**src/include/rename_consts.svh**
```systemverilog
// Rename stage constants
`ifndef RENAME_CONSTS_SVH
`define RENAME_CONSTS_SVH

// Architectural register file
`define RN_NUM_ARCH   32
`define RN_ARCH_W     5

// Physical register file
`define RN_NUM_PHYS   64
`define RN_PHYS_W     6

// Free list holds every physical register not backing an arch register
`define RN_FREE_DEPTH 32

`endif
```
**src/verilog/rename_pkg.sv**
```systemverilog
// Rename stage types
`include "rename_consts.svh"

package rename_pkg;

  // --------------------------------------------------------------------------
  // Index widths
  // --------------------------------------------------------------------------
  typedef logic [`RN_ARCH_W-1:0] arch_idx_t;   // x0 .. x31
  typedef logic [`RN_PHYS_W-1:0] phys_idx_t;   // p0 .. p63
  typedef logic [31:0]           insn_word_t;

  // --------------------------------------------------------------------------
  // Stage payloads
  // --------------------------------------------------------------------------
  // Decoded register fields
  typedef struct packed {
    arch_idx_t rs1;
    arch_idx_t rs2;
    arch_idx_t rd;
    logic      wr_rd;
  } dec_op_t;

  // Renamed operation sent downstream
  typedef struct packed {
    phys_idx_t prs1;
    phys_idx_t prs2;
    phys_idx_t prd;      // Fresh tag, 0 when no rd write
    phys_idx_t old_prd;  // Freed at commit
    arch_idx_t rd;
    logic      wr_rd;
  } renamed_t;

  // Commit feedback
  typedef struct packed {
    arch_idx_t rd;
    phys_idx_t prd;
    phys_idx_t old_prd;
  } commit_t;

endpackage

```
**src/verilog/rename_top.sv**
```systemverilog
// Register rename stage top
`timescale 1ns/100ps

module rename_top (
  input  logic                   i_clk,
  input  logic                   i_reset_n,
  input  logic                   i_flush,
  // Instruction input
  input  logic                   i_valid,
  output logic                   o_ready,
  input  rename_pkg::insn_word_t i_insn,
  // Renamed output
  output logic                   o_valid,
  input  logic                   i_ready,
  output rename_pkg::renamed_t   o_op,
  // Commit feedback
  input  logic                   i_commit_valid,
  input  rename_pkg::commit_t    i_commit
);

  logic                  w_dec_valid;
  rename_pkg::dec_op_t   w_dec_op;
  logic                  w_can_accept;
  logic                  w_fl_empty;
  logic                  w_fire;
  logic                  w_alloc;
  rename_pkg::phys_idx_t w_alloc_prd;
  rename_pkg::phys_idx_t w_prs1;
  rename_pkg::phys_idx_t w_prs2;
  rename_pkg::phys_idx_t w_old_prd;
  rename_pkg::renamed_t  w_renamed;

  // --------------------------------------------------------------------------
  // Fire condition
  // --------------------------------------------------------------------------
  // Non-writers rename without a tag
  assign w_fire  = w_dec_valid && w_can_accept && (!w_dec_op.wr_rd || !w_fl_empty);
  assign w_alloc = w_fire && w_dec_op.wr_rd;

  always_comb begin
    w_renamed.prs1    = w_prs1;
    w_renamed.prs2    = w_prs2;
    w_renamed.prd     = w_dec_op.wr_rd ? w_alloc_prd : '0;
    w_renamed.old_prd = w_old_prd;
    w_renamed.rd      = w_dec_op.rd;
    w_renamed.wr_rd   = w_dec_op.wr_rd;
  end

  rename_decode u_decode (
    .i_clk    (i_clk),
    .i_reset_n(i_reset_n),
    .i_flush  (i_flush),
    .i_valid  (i_valid),
    .o_ready  (o_ready),
    .i_insn   (i_insn),
    .o_valid  (w_dec_valid),
    .o_op     (w_dec_op),
    .i_take   (w_fire)
  );

  rename_map u_map (
    .i_clk         (i_clk),
    .i_reset_n     (i_reset_n),
    .i_rs1         (w_dec_op.rs1),
    .i_rs2         (w_dec_op.rs2),
    .i_rd          (w_dec_op.rd),
    .o_prs1        (w_prs1),
    .o_prs2        (w_prs2),
    .o_old_prd     (w_old_prd),
    .i_update      (w_alloc),
    .i_update_prd  (w_alloc_prd),
    .i_commit_valid(i_commit_valid),
    .i_commit      (i_commit),
    .i_flush       (i_flush)
  );

  rename_free_list u_free_list (
    .i_clk        (i_clk),
    .i_reset_n    (i_reset_n),
    .i_alloc      (w_alloc),
    .o_alloc_prd  (w_alloc_prd),
    .o_empty      (w_fl_empty),
    .i_release    (i_commit_valid),
    .i_release_prd(i_commit.old_prd),  // Previous mapping is now dead
    .i_flush      (i_flush)
  );

  rename_result u_result (
    .i_clk       (i_clk),
    .i_reset_n   (i_reset_n),
    .i_flush     (i_flush),
    .i_load      (w_fire),
    .i_op        (w_renamed),
    .o_can_accept(w_can_accept),
    .o_valid     (o_valid),
    .i_ready     (i_ready),
    .o_op        (o_op)
  );

endmodule

```
**src/verilog/rename_result.sv**
```systemverilog
// Rename output register
`timescale 1ns/100ps

module rename_result (
  input  logic                 i_clk,
  input  logic                 i_reset_n,
  input  logic                 i_flush,
  // From rename
  input  logic                 i_load,
  input  rename_pkg::renamed_t i_op,
  output logic                 o_can_accept,
  // Downstream
  output logic                 o_valid,
  input  logic                 i_ready,
  output rename_pkg::renamed_t o_op
);

  // --------------------------------------------------------------------------
  // Output register
  // --------------------------------------------------------------------------
  assign o_can_accept = !o_valid || i_ready;  // Empty or draining

  always_ff @(posedge i_clk or negedge i_reset_n) begin
    if (!i_reset_n) begin
      o_valid <= 1'b0;
    end else if (i_flush) begin
      o_valid <= 1'b0;
    end else if (i_load) begin
      o_valid <= 1'b1;
    end else if (i_ready) begin
      o_valid <= 1'b0;  // Drained with nothing behind
    end
  end

  always_ff @(posedge i_clk) begin
    if (i_load) begin
      o_op <= i_op;
    end
  end

  // Stalled output holds its op until taken
  a_out_stable : assert property (
    @(posedge i_clk) disable iff (!i_reset_n)
    (o_valid && !i_ready && !i_flush) |=> (o_valid && $stable(o_op))
  );

endmodule

```
**src/verilog/rename_free_list.sv**
```systemverilog
// Physical register free list
`timescale 1ns/100ps
`include "rename_consts.svh"

module rename_free_list (
  input  logic                  i_clk,
  input  logic                  i_reset_n,
  // Speculative allocation
  input  logic                  i_alloc,
  output rename_pkg::phys_idx_t o_alloc_prd,
  output logic                  o_empty,
  // Return of old tags at commit
  input  logic                  i_release,
  input  rename_pkg::phys_idx_t i_release_prd,
  input  logic                  i_flush
);

  localparam int PTR_W = $clog2(`RN_FREE_DEPTH);
  localparam logic [PTR_W:0] FULL_COUNT = `RN_FREE_DEPTH;

  rename_pkg::phys_idx_t r_ring [`RN_FREE_DEPTH];
  logic [PTR_W:0]        r_head;      // Next speculative allocation
  logic [PTR_W:0]        r_cmt_head;  // Oldest uncommitted allocation
  logic [PTR_W:0]        r_tail;      // Next release slot
  logic [PTR_W:0]        w_cmt_head_next;
  logic [PTR_W:0]        w_spec_count;
  logic                  w_full;

  // --------------------------------------------------------------------------
  // Pointers
  // --------------------------------------------------------------------------
  // Commits retire in allocation order, one step per release
  assign w_cmt_head_next = i_release ? r_cmt_head + 1'b1 : r_cmt_head;
  assign w_spec_count    = r_tail - r_head;
  assign o_empty         = (r_tail == r_head);
  assign w_full          = (w_spec_count == FULL_COUNT);

  always_ff @(posedge i_clk or negedge i_reset_n) begin
    if (!i_reset_n) begin
      r_head     <= '0;
      r_cmt_head <= '0;
      r_tail     <= FULL_COUNT;  // All 32 spare tags free
    end else begin
      r_cmt_head <= w_cmt_head_next;
      if (i_release) begin
        r_tail <= r_tail + 1'b1;
      end
      if (i_flush) begin
        r_head <= w_cmt_head_next;  // Drop uncommitted allocations
      end else if (i_alloc) begin
        r_head <= r_head + 1'b1;
      end
    end
  end

  // --------------------------------------------------------------------------
  // Tag storage
  // --------------------------------------------------------------------------
  always_ff @(posedge i_clk or negedge i_reset_n) begin
    if (!i_reset_n) begin
      for (int i = 0; i < `RN_FREE_DEPTH; i++) begin
        r_ring[i] <= rename_pkg::phys_idx_t'(`RN_NUM_ARCH + i);  // p32 .. p63
      end
    end else if (i_release) begin
      r_ring[r_tail[PTR_W-1:0]] <= i_release_prd;
    end
  end

  assign o_alloc_prd = r_ring[r_head[PTR_W-1:0]];

  // Top only fires a writer when a tag is available
  a_no_alloc_empty : assert property (
    @(posedge i_clk) disable iff (!i_reset_n)
    i_alloc |-> !o_empty
  );

  // A commit needs an outstanding allocation behind it
  a_no_release_full : assert property (
    @(posedge i_clk) disable iff (!i_reset_n)
    i_release |-> !w_full
  );

endmodule

```
**src/verilog/rename_map.sv**
```systemverilog
// Register rename map tables
`timescale 1ns/100ps
`include "rename_consts.svh"

module rename_map (
  input  logic                  i_clk,
  input  logic                  i_reset_n,
  // Lookup from decode register
  input  rename_pkg::arch_idx_t i_rs1,
  input  rename_pkg::arch_idx_t i_rs2,
  input  rename_pkg::arch_idx_t i_rd,
  output rename_pkg::phys_idx_t o_prs1,
  output rename_pkg::phys_idx_t o_prs2,
  output rename_pkg::phys_idx_t o_old_prd,
  // Speculative update on rename fire
  input  logic                  i_update,
  input  rename_pkg::phys_idx_t i_update_prd,
  // Commit and recovery
  input  logic                  i_commit_valid,
  input  rename_pkg::commit_t   i_commit,
  input  logic                  i_flush
);

  rename_pkg::phys_idx_t r_spec [`RN_NUM_ARCH];
  rename_pkg::phys_idx_t r_cmt  [`RN_NUM_ARCH];

  // --------------------------------------------------------------------------
  // Map entries
  // --------------------------------------------------------------------------
  for (genvar g = 0; g < `RN_NUM_ARCH; g++) begin : g_entry
    if (g == 0) begin : g_zero
      // x0 always lives in p0
      assign r_spec[g] = '0;
      assign r_cmt[g]  = '0;
    end else begin : g_reg
      logic                  w_commit_hit;
      logic                  w_update_hit;
      rename_pkg::phys_idx_t w_cmt_next;

      assign w_commit_hit = i_commit_valid &&
                            (i_commit.rd == rename_pkg::arch_idx_t'(g));
      assign w_update_hit = i_update && (i_rd == rename_pkg::arch_idx_t'(g));
      assign w_cmt_next   = w_commit_hit ? i_commit.prd : r_cmt[g];

      always_ff @(posedge i_clk or negedge i_reset_n) begin
        if (!i_reset_n) begin
          r_cmt[g] <= rename_pkg::phys_idx_t'(g);  // Identity map
        end else begin
          r_cmt[g] <= w_cmt_next;
        end
      end

      // Flush restores including a commit landing in the same cycle
      always_ff @(posedge i_clk or negedge i_reset_n) begin
        if (!i_reset_n) begin
          r_spec[g] <= rename_pkg::phys_idx_t'(g);
        end else if (i_flush) begin
          r_spec[g] <= w_cmt_next;
        end else if (w_update_hit) begin
          r_spec[g] <= i_update_prd;
        end
      end
    end
  end

  // --------------------------------------------------------------------------
  // Lookup
  // --------------------------------------------------------------------------
  // Writes land on the fire edge, so the next op sees them directly
  assign o_prs1    = r_spec[i_rs1];
  assign o_prs2    = r_spec[i_rs2];
  assign o_old_prd = r_spec[i_rd];

  // Decode drops wr_rd for x0, so rename never remaps it
  a_no_x0_update : assert property (
    @(posedge i_clk) disable iff (!i_reset_n)
    i_update |-> (i_rd != '0)
  );

endmodule

```
**src/verilog/rename_decode.sv**
```systemverilog
// Rename decode stage
`timescale 1ns/100ps

module rename_decode (
  input  logic                   i_clk,
  input  logic                   i_reset_n,
  input  logic                   i_flush,
  input  logic                   i_valid,
  output logic                   o_ready,
  input  rename_pkg::insn_word_t i_insn,
  output logic                   o_valid,
  output rename_pkg::dec_op_t    o_op,
  input  logic                   i_take
);

  // RV32I major opcodes
  localparam logic [6:0] OPC_LOAD   = 7'b0000011;
  localparam logic [6:0] OPC_OP_IMM = 7'b0010011;
  localparam logic [6:0] OPC_AUIPC  = 7'b0010111;
  localparam logic [6:0] OPC_STORE  = 7'b0100011;
  localparam logic [6:0] OPC_OP     = 7'b0110011;
  localparam logic [6:0] OPC_LUI    = 7'b0110111;
  localparam logic [6:0] OPC_BRANCH = 7'b1100011;
  localparam logic [6:0] OPC_JALR   = 7'b1100111;
  localparam logic [6:0] OPC_JAL    = 7'b1101111;

  logic [6:0]          w_opcode;
  logic                w_writes_rd;
  logic                w_has_rs2;
  logic                w_accept;
  rename_pkg::dec_op_t w_dec;

  assign w_opcode = i_insn[6:0];

  // --------------------------------------------------------------------------
  // Field extraction
  // --------------------------------------------------------------------------
  always_comb begin
    case (w_opcode)
      OPC_OP, OPC_OP_IMM, OPC_LOAD, OPC_LUI,
      OPC_AUIPC, OPC_JAL, OPC_JALR: w_writes_rd = 1'b1;
      default:                      w_writes_rd = 1'b0;
    endcase
  end

  always_comb begin
    case (w_opcode)
      OPC_OP, OPC_STORE, OPC_BRANCH: w_has_rs2 = 1'b1;
      default:                       w_has_rs2 = 1'b0;
    endcase
  end

  always_comb begin
    w_dec.rs1   = i_insn[19:15];
    w_dec.rs2   = w_has_rs2 ? i_insn[24:20] : '0;  // Immediate bits otherwise
    w_dec.rd    = i_insn[11:7];
    w_dec.wr_rd = w_writes_rd && (i_insn[11:7] != '0);
  end

  // --------------------------------------------------------------------------
  // Decode register
  // --------------------------------------------------------------------------
  assign o_ready  = !o_valid || i_take;  // Empty or draining this cycle
  assign w_accept = i_valid && o_ready;

  always_ff @(posedge i_clk or negedge i_reset_n) begin
    if (!i_reset_n) begin
      o_valid <= 1'b0;
    end else if (i_flush) begin
      o_valid <= 1'b0;  // Kills held op and any op arriving now
    end else if (w_accept) begin
      o_valid <= 1'b1;
    end else if (i_take) begin
      o_valid <= 1'b0;
    end
  end

  always_ff @(posedge i_clk) begin
    if (w_accept) begin
      o_op <= w_dec;
    end
  end

  // Rename only takes an op that the register holds
  a_take_valid : assert property (
    @(posedge i_clk) disable iff (!i_reset_n)
    i_take |-> o_valid
  );

endmodule

```
**config.mk**
```make
export PLATFORM = sky130hd
export DESIGN_NAME = rename_top
export DESIGN_NICKNAME = d
export VERILOG_FILES = /design/src/verilog/rename_pkg.sv /design/src/verilog/rename_top.sv /design/src/verilog/rename_result.sv /design/src/verilog/rename_free_list.sv /design/src/verilog/rename_map.sv /design/src/verilog/rename_decode.sv
export VERILOG_INCLUDE_DIRS = /design/src /design/src/include
export SDC_FILE = /design/constraint.sdc
export NUM_CORES = 1
export LEC_CHECK = 0
export ABC_AREA = 1
export BUFFER_PORTS_ARGS = -buffer_cell sky130_fd_sc_hd__buf_2
export CORE_MARGIN = 1.5
export CORE_UTILIZATION = 25
export DETAILED_ROUTE_END_ITERATION = 12
export GPL_ROUTABILITY_DRIVEN = 0
export PLACE_DENSITY_LB_ADDON = 0.15
export SLEW_MARGIN = 20
export SYNTH_ARGS = -nofsm -noshare
export SYNTH_HDL_FRONTEND = slang
export SYNTH_HIERARCHICAL = 1
export SYNTH_SLANG_ARGS = --single-unit
```
**constraint.sdc**
```tcl
create_clock -name i_clk -period 4.3 [get_ports i_clk]
set_input_delay 0.215 -clock i_clk [delete_from_list [all_inputs] [get_ports i_clk]]
set_output_delay 0.215 -clock i_clk [all_outputs]
set_load 0.1 [all_outputs]
```
==> key figures <==
STA
  – Final slew viol count: 0
  – Clock Skew: approximately 84 ps
  – Slew @ Worst Pin: about 1000 ps
  – # setup viols final: 0
  – RSZ-0062 raised after global routing: no
  – Final hold viol count: 0
  – Final setup TNS: 0 ps
  – Worst hold slack: 35.3 ps
  – Final Cycle Share: between 70% and 80%
  – Fin crit period: about 3300 ps
  – Slew headroom: 30.9%
  – FMAX: between 300 and 400 MHz

Clock network
  – Latest clock arrival within the worst-skew pair: 710 ps
  – CTS root buf: clkbuf_16
  – H-tree levels: 3
  – CTS tree: yes
  – Post-CTS setup buffer count: 0
  – Clock Path Buffers: 3
  – Post_cts resized: 0
  – Num CTS Buffers: between 70 and 80
  – Clk slew on worst S/H paths: around 60 ps
  – Clk sinks: 630

Floorplanning
  – Floorplan core area: between 0.1 and 0.15 mm2
  – # IOs: 87
  – Die span in y: approximately 380 um
  – Row count: roughly 140
  – Die W: about 380 um
  – Die ar.: 0.141 mm2
  – Initial core utilization: 25.2%

Synthesis
  – Synth Warn #: 6
  – Mapped Cells: 4676
  – Number of flops mapped to enable cells by yosys: 46
  – Post-synthesis mux area share: less than 1%
  – Library cells used by synthesis: 36
  – Synth Area in XOR/XNOR: 0.202%
  – Number of synthesized register bits: between 600 and 700
  – Synth Flop Type: dfrtp_1
  – Syn Std Cell Area: 0.0347 mm2
  – Compound-Gate Fraction of Synth Area: 14.3%
  – Syn Area/Cell: roughly 7.4 um2
  – Simple logic cell fraction of the synthesized area: 28.9%
  – Syn_nets: approximately 4700
  – Post-synthesis async set-or-reset flop share: between 90% and 100%
  – Largest family of logic cells by synthesized area: simple AND/OR/NAND/NOR gates
  – Sequential area share after synthesis: between 40% and 50%
  – Adder-cell share of the synthesized area: less than 1%

Critical path
  – Crit-path max FO: 53
  – CP cell instances: inv_2 -> nand2_1 -> nand4_1 -> nor3_1 -> nor3_1 -> buf_4 -> inv_1 -> nor2_2 -> a31oi_2 -> nand2_1 -> o211ai_1
  – Worst Setup Path Type: reg -> reg
  – Required time of the critical path: between 4000 and 5000 ps
  – Slowest cell on crit path: nor2_2
  – CP arrival: 3870 ps
  – CP peak stage delay: 730 ps
  – Worst Setup End Kind: flip-flop
  – CP startpoint kind: flip-flop

Run
  – Max Cap Violations: 0

Routing
  – Antenna viol nets, final: 0
  – Initial DRC count: about 2900
  – Total Routed Length: 135000 um
  – DR vias: 30819
  – DRT Pass-1 Iters: 6
  – Drt drc: 0
  – Routed vias/inst: roughly 4.8
  – Drt wl/cell: roughly 21 um

Pwr
  – Leak: around 18 nW
  – Worst VDD drop: 312 uV
  – PwrDens: roughly 570 mW/mm2

Global route
  – Initial antenna violation count: 0
  – GRT Residual Overflow: 0
  – Gr usage total: 19.0%
  – Global-route wire length before repair: around 200000 um
  – Pin count of the biggest net entering global routing: about 110
  – Number of global-route vias before repair: around 30000

Placement
  – Dpl hpwl: around 87000 um
  – Port-buffer cells: 76

Layout
  – Fill count: approximately 15000
  – Antenna cells: 0
  – Fin nets: ~4700
  – Synthesis-to-layout area growth: 14.1%
  – Fraction of layout instances using a drive strength above 1: between 10% and 20%

Min path
  – Hold Path Class: in -> reg

Run status
  – Outcome: completed
## path summary, 6_finish.rpt
kind / start / end / slack [ps] / depth (start not counted)
max: u_free_list/r_head[0]$_DFFE_PN0P_ / u_map/r_spec[149]$_DFFE_PN0P_ / 980 / 11
min: i_insn[2] / u_decode/o_op[0]$_DFFE_PP_ / 40 / 6
max reg2reg: u_free_list/r_head[0]$_DFFE_PN0P_ / u_map/r_spec[149]$_DFFE_PN0P_ / 980 / 11
min reg2reg: u_map/r_cmt[18]$_DFF_PN0_ / u_map/r_cmt[18]$_DFF_PN0_ / 470 / 2
max in group asynchronous: i_reset_n / u_free_list/r_ring[4]$_DFFE_PN1P_ / 2990 / 3
min in group asynchronous: i_reset_n / u_map/r_cmt[106]$_DFF_PN0_ / 200 / 2
## logic make-up after synthesis
logic type	count (synthesis)
AND/OR/NAND/NOR	2460
buffers and inverters	811
AO/OA/AOI/OAI	760
flip-flops	630
XOR/XNOR	8
adder cells (fa/ha/maj)	6
multiplexers	1
## flip-flops by register name, summed over array words and instances (netlist names)
signal / count
u_free_list/r_ring: 192
u_map/r_cmt: 186
u_map/r_spec: 186
u_result/o_op: 30
u_decode/o_op: 16
u_free_list/r_cmt_head: 6
u_free_list/r_head: 6
u_free_list/r_tail: 6
u_decode/o_valid: 1
u_result/o_valid: 1
## layer usage
layer	up-vias	global-route usage, %	part of all wire [%]
li1	14972	-	-
met1	14838	27.4	48
met2	838	29.7	45
met3	171	2.52	5.0
met4	0	5.22	2.4
met5	-	0	0
## cell usage in the layout (no fill, tap or decap), types with 3 or more instances in the layout
cell type / n
a21oi_1: 71
a31oi_1: 6
buf_12: 17
buf_2: 74
buf_4: 59
clkbuf_1: 24
clkbuf_16: 79
clkbuf_8: 14
clkinv_1: 4
clkinv_16: 3
clkinv_2: 15
clkinvlp_4: 3
dfrtp_1: 309
dfstp_2: 273
dlygate4sd3_1: 25
edfxtp_1: 46
ha_1: 6
inv_1: 463
inv_2: 23
nand2_1: 1742
nand2_2: 30
nand3_1: 476
nand3_2: 4
nand3b_1: 3
nand4_1: 5
nor2_1: 176
nor2_2: 10
nor2_4: 5
nor3_1: 5
nor3_2: 3
o211ai_1: 324
o21a_1: 132
o21ai_0: 108
o21ai_1: 112
xor2_1: 7
## power breakdown
group / switching, mW / total [mW] / internal (mW)
clock: 2.83 / 6.64 / 3.81
combinational: 4.58 / 6.73 / 2.15
sequential: 1.21 / 9.34 / 8.13
## cell type report
type	count	area [um2]	area share, %
clock buffers	117	2260	5.70
clock inverters	31	333	0.840
inverters	487	1830	4.61
multi-input cells	3235	15200	38.3
flip-flops and latches	630	16300	41.2
well taps	1794	2240	5.66
repair buffers	177	1430	3.61
## Yosys cell counts, drive strengths merged (5+ instances only)
| cell | number | area (um2) |
|---|---|---|
| nand2 | 1773 | 6720 |
| inv | 486 | 1820 |
| nand3 | 480 | 2420 |
| o211ai | 324 | 2430 |
| dfrtp | 311 | 7780 |
| dfstp | 273 | 7170 |
| o21ai | 220 | 1100 |
| nor2 | 191 | 774 |
| clkbuf | 172 | 646 |
| buf | 152 | 782 |
| o21a | 132 | 991 |
| a21oi | 75 | 383 |
| edfxtp | 46 | 1380 |
| nor3 | 8 | 55.1 |
| a31oi | 7 | 50.1 |
| xor2 | 7 | 61.3 |
| ha | 6 | 75.1 |
| nand4 | 5 | 31.3 |
## repair_timing
| item | 4_1_cts | 5_1_grt |
|---|---|---|
| hold buffers | 25 | 0 |
| setup endpoints to repair | 0 | 0 |
| hold endpoints to repair | 73 | 0 |
## metrics by stage
stage,setup WS [ps],total power [mW],util (%),instance area (um2),cells
6_report,981,22.7,28.8,39600,6471
3_3_place_gp,1040,16.1,26.7,36800,6298
2_1_floorplan,135,13.5,-,34700,4676
5_1_grt,674,24.2,28.8,39600,6471
4_1_cts,992,23.0,28.8,39600,6471
3_5_place_dp,1030,16.2,26.7,36800,6298
## worst max-delay path: cells and delay by family, from the launching register on
kind | cells | cell delay [ps]
AND/OR/NAND/NOR | 6 | 1390
AO/OA/AOI/OAI | 2 | 580
buffers and inverters | 3 | 430
flip-flops | 1 | 720
Note: power is estimated with default switching activity, not from simulation.
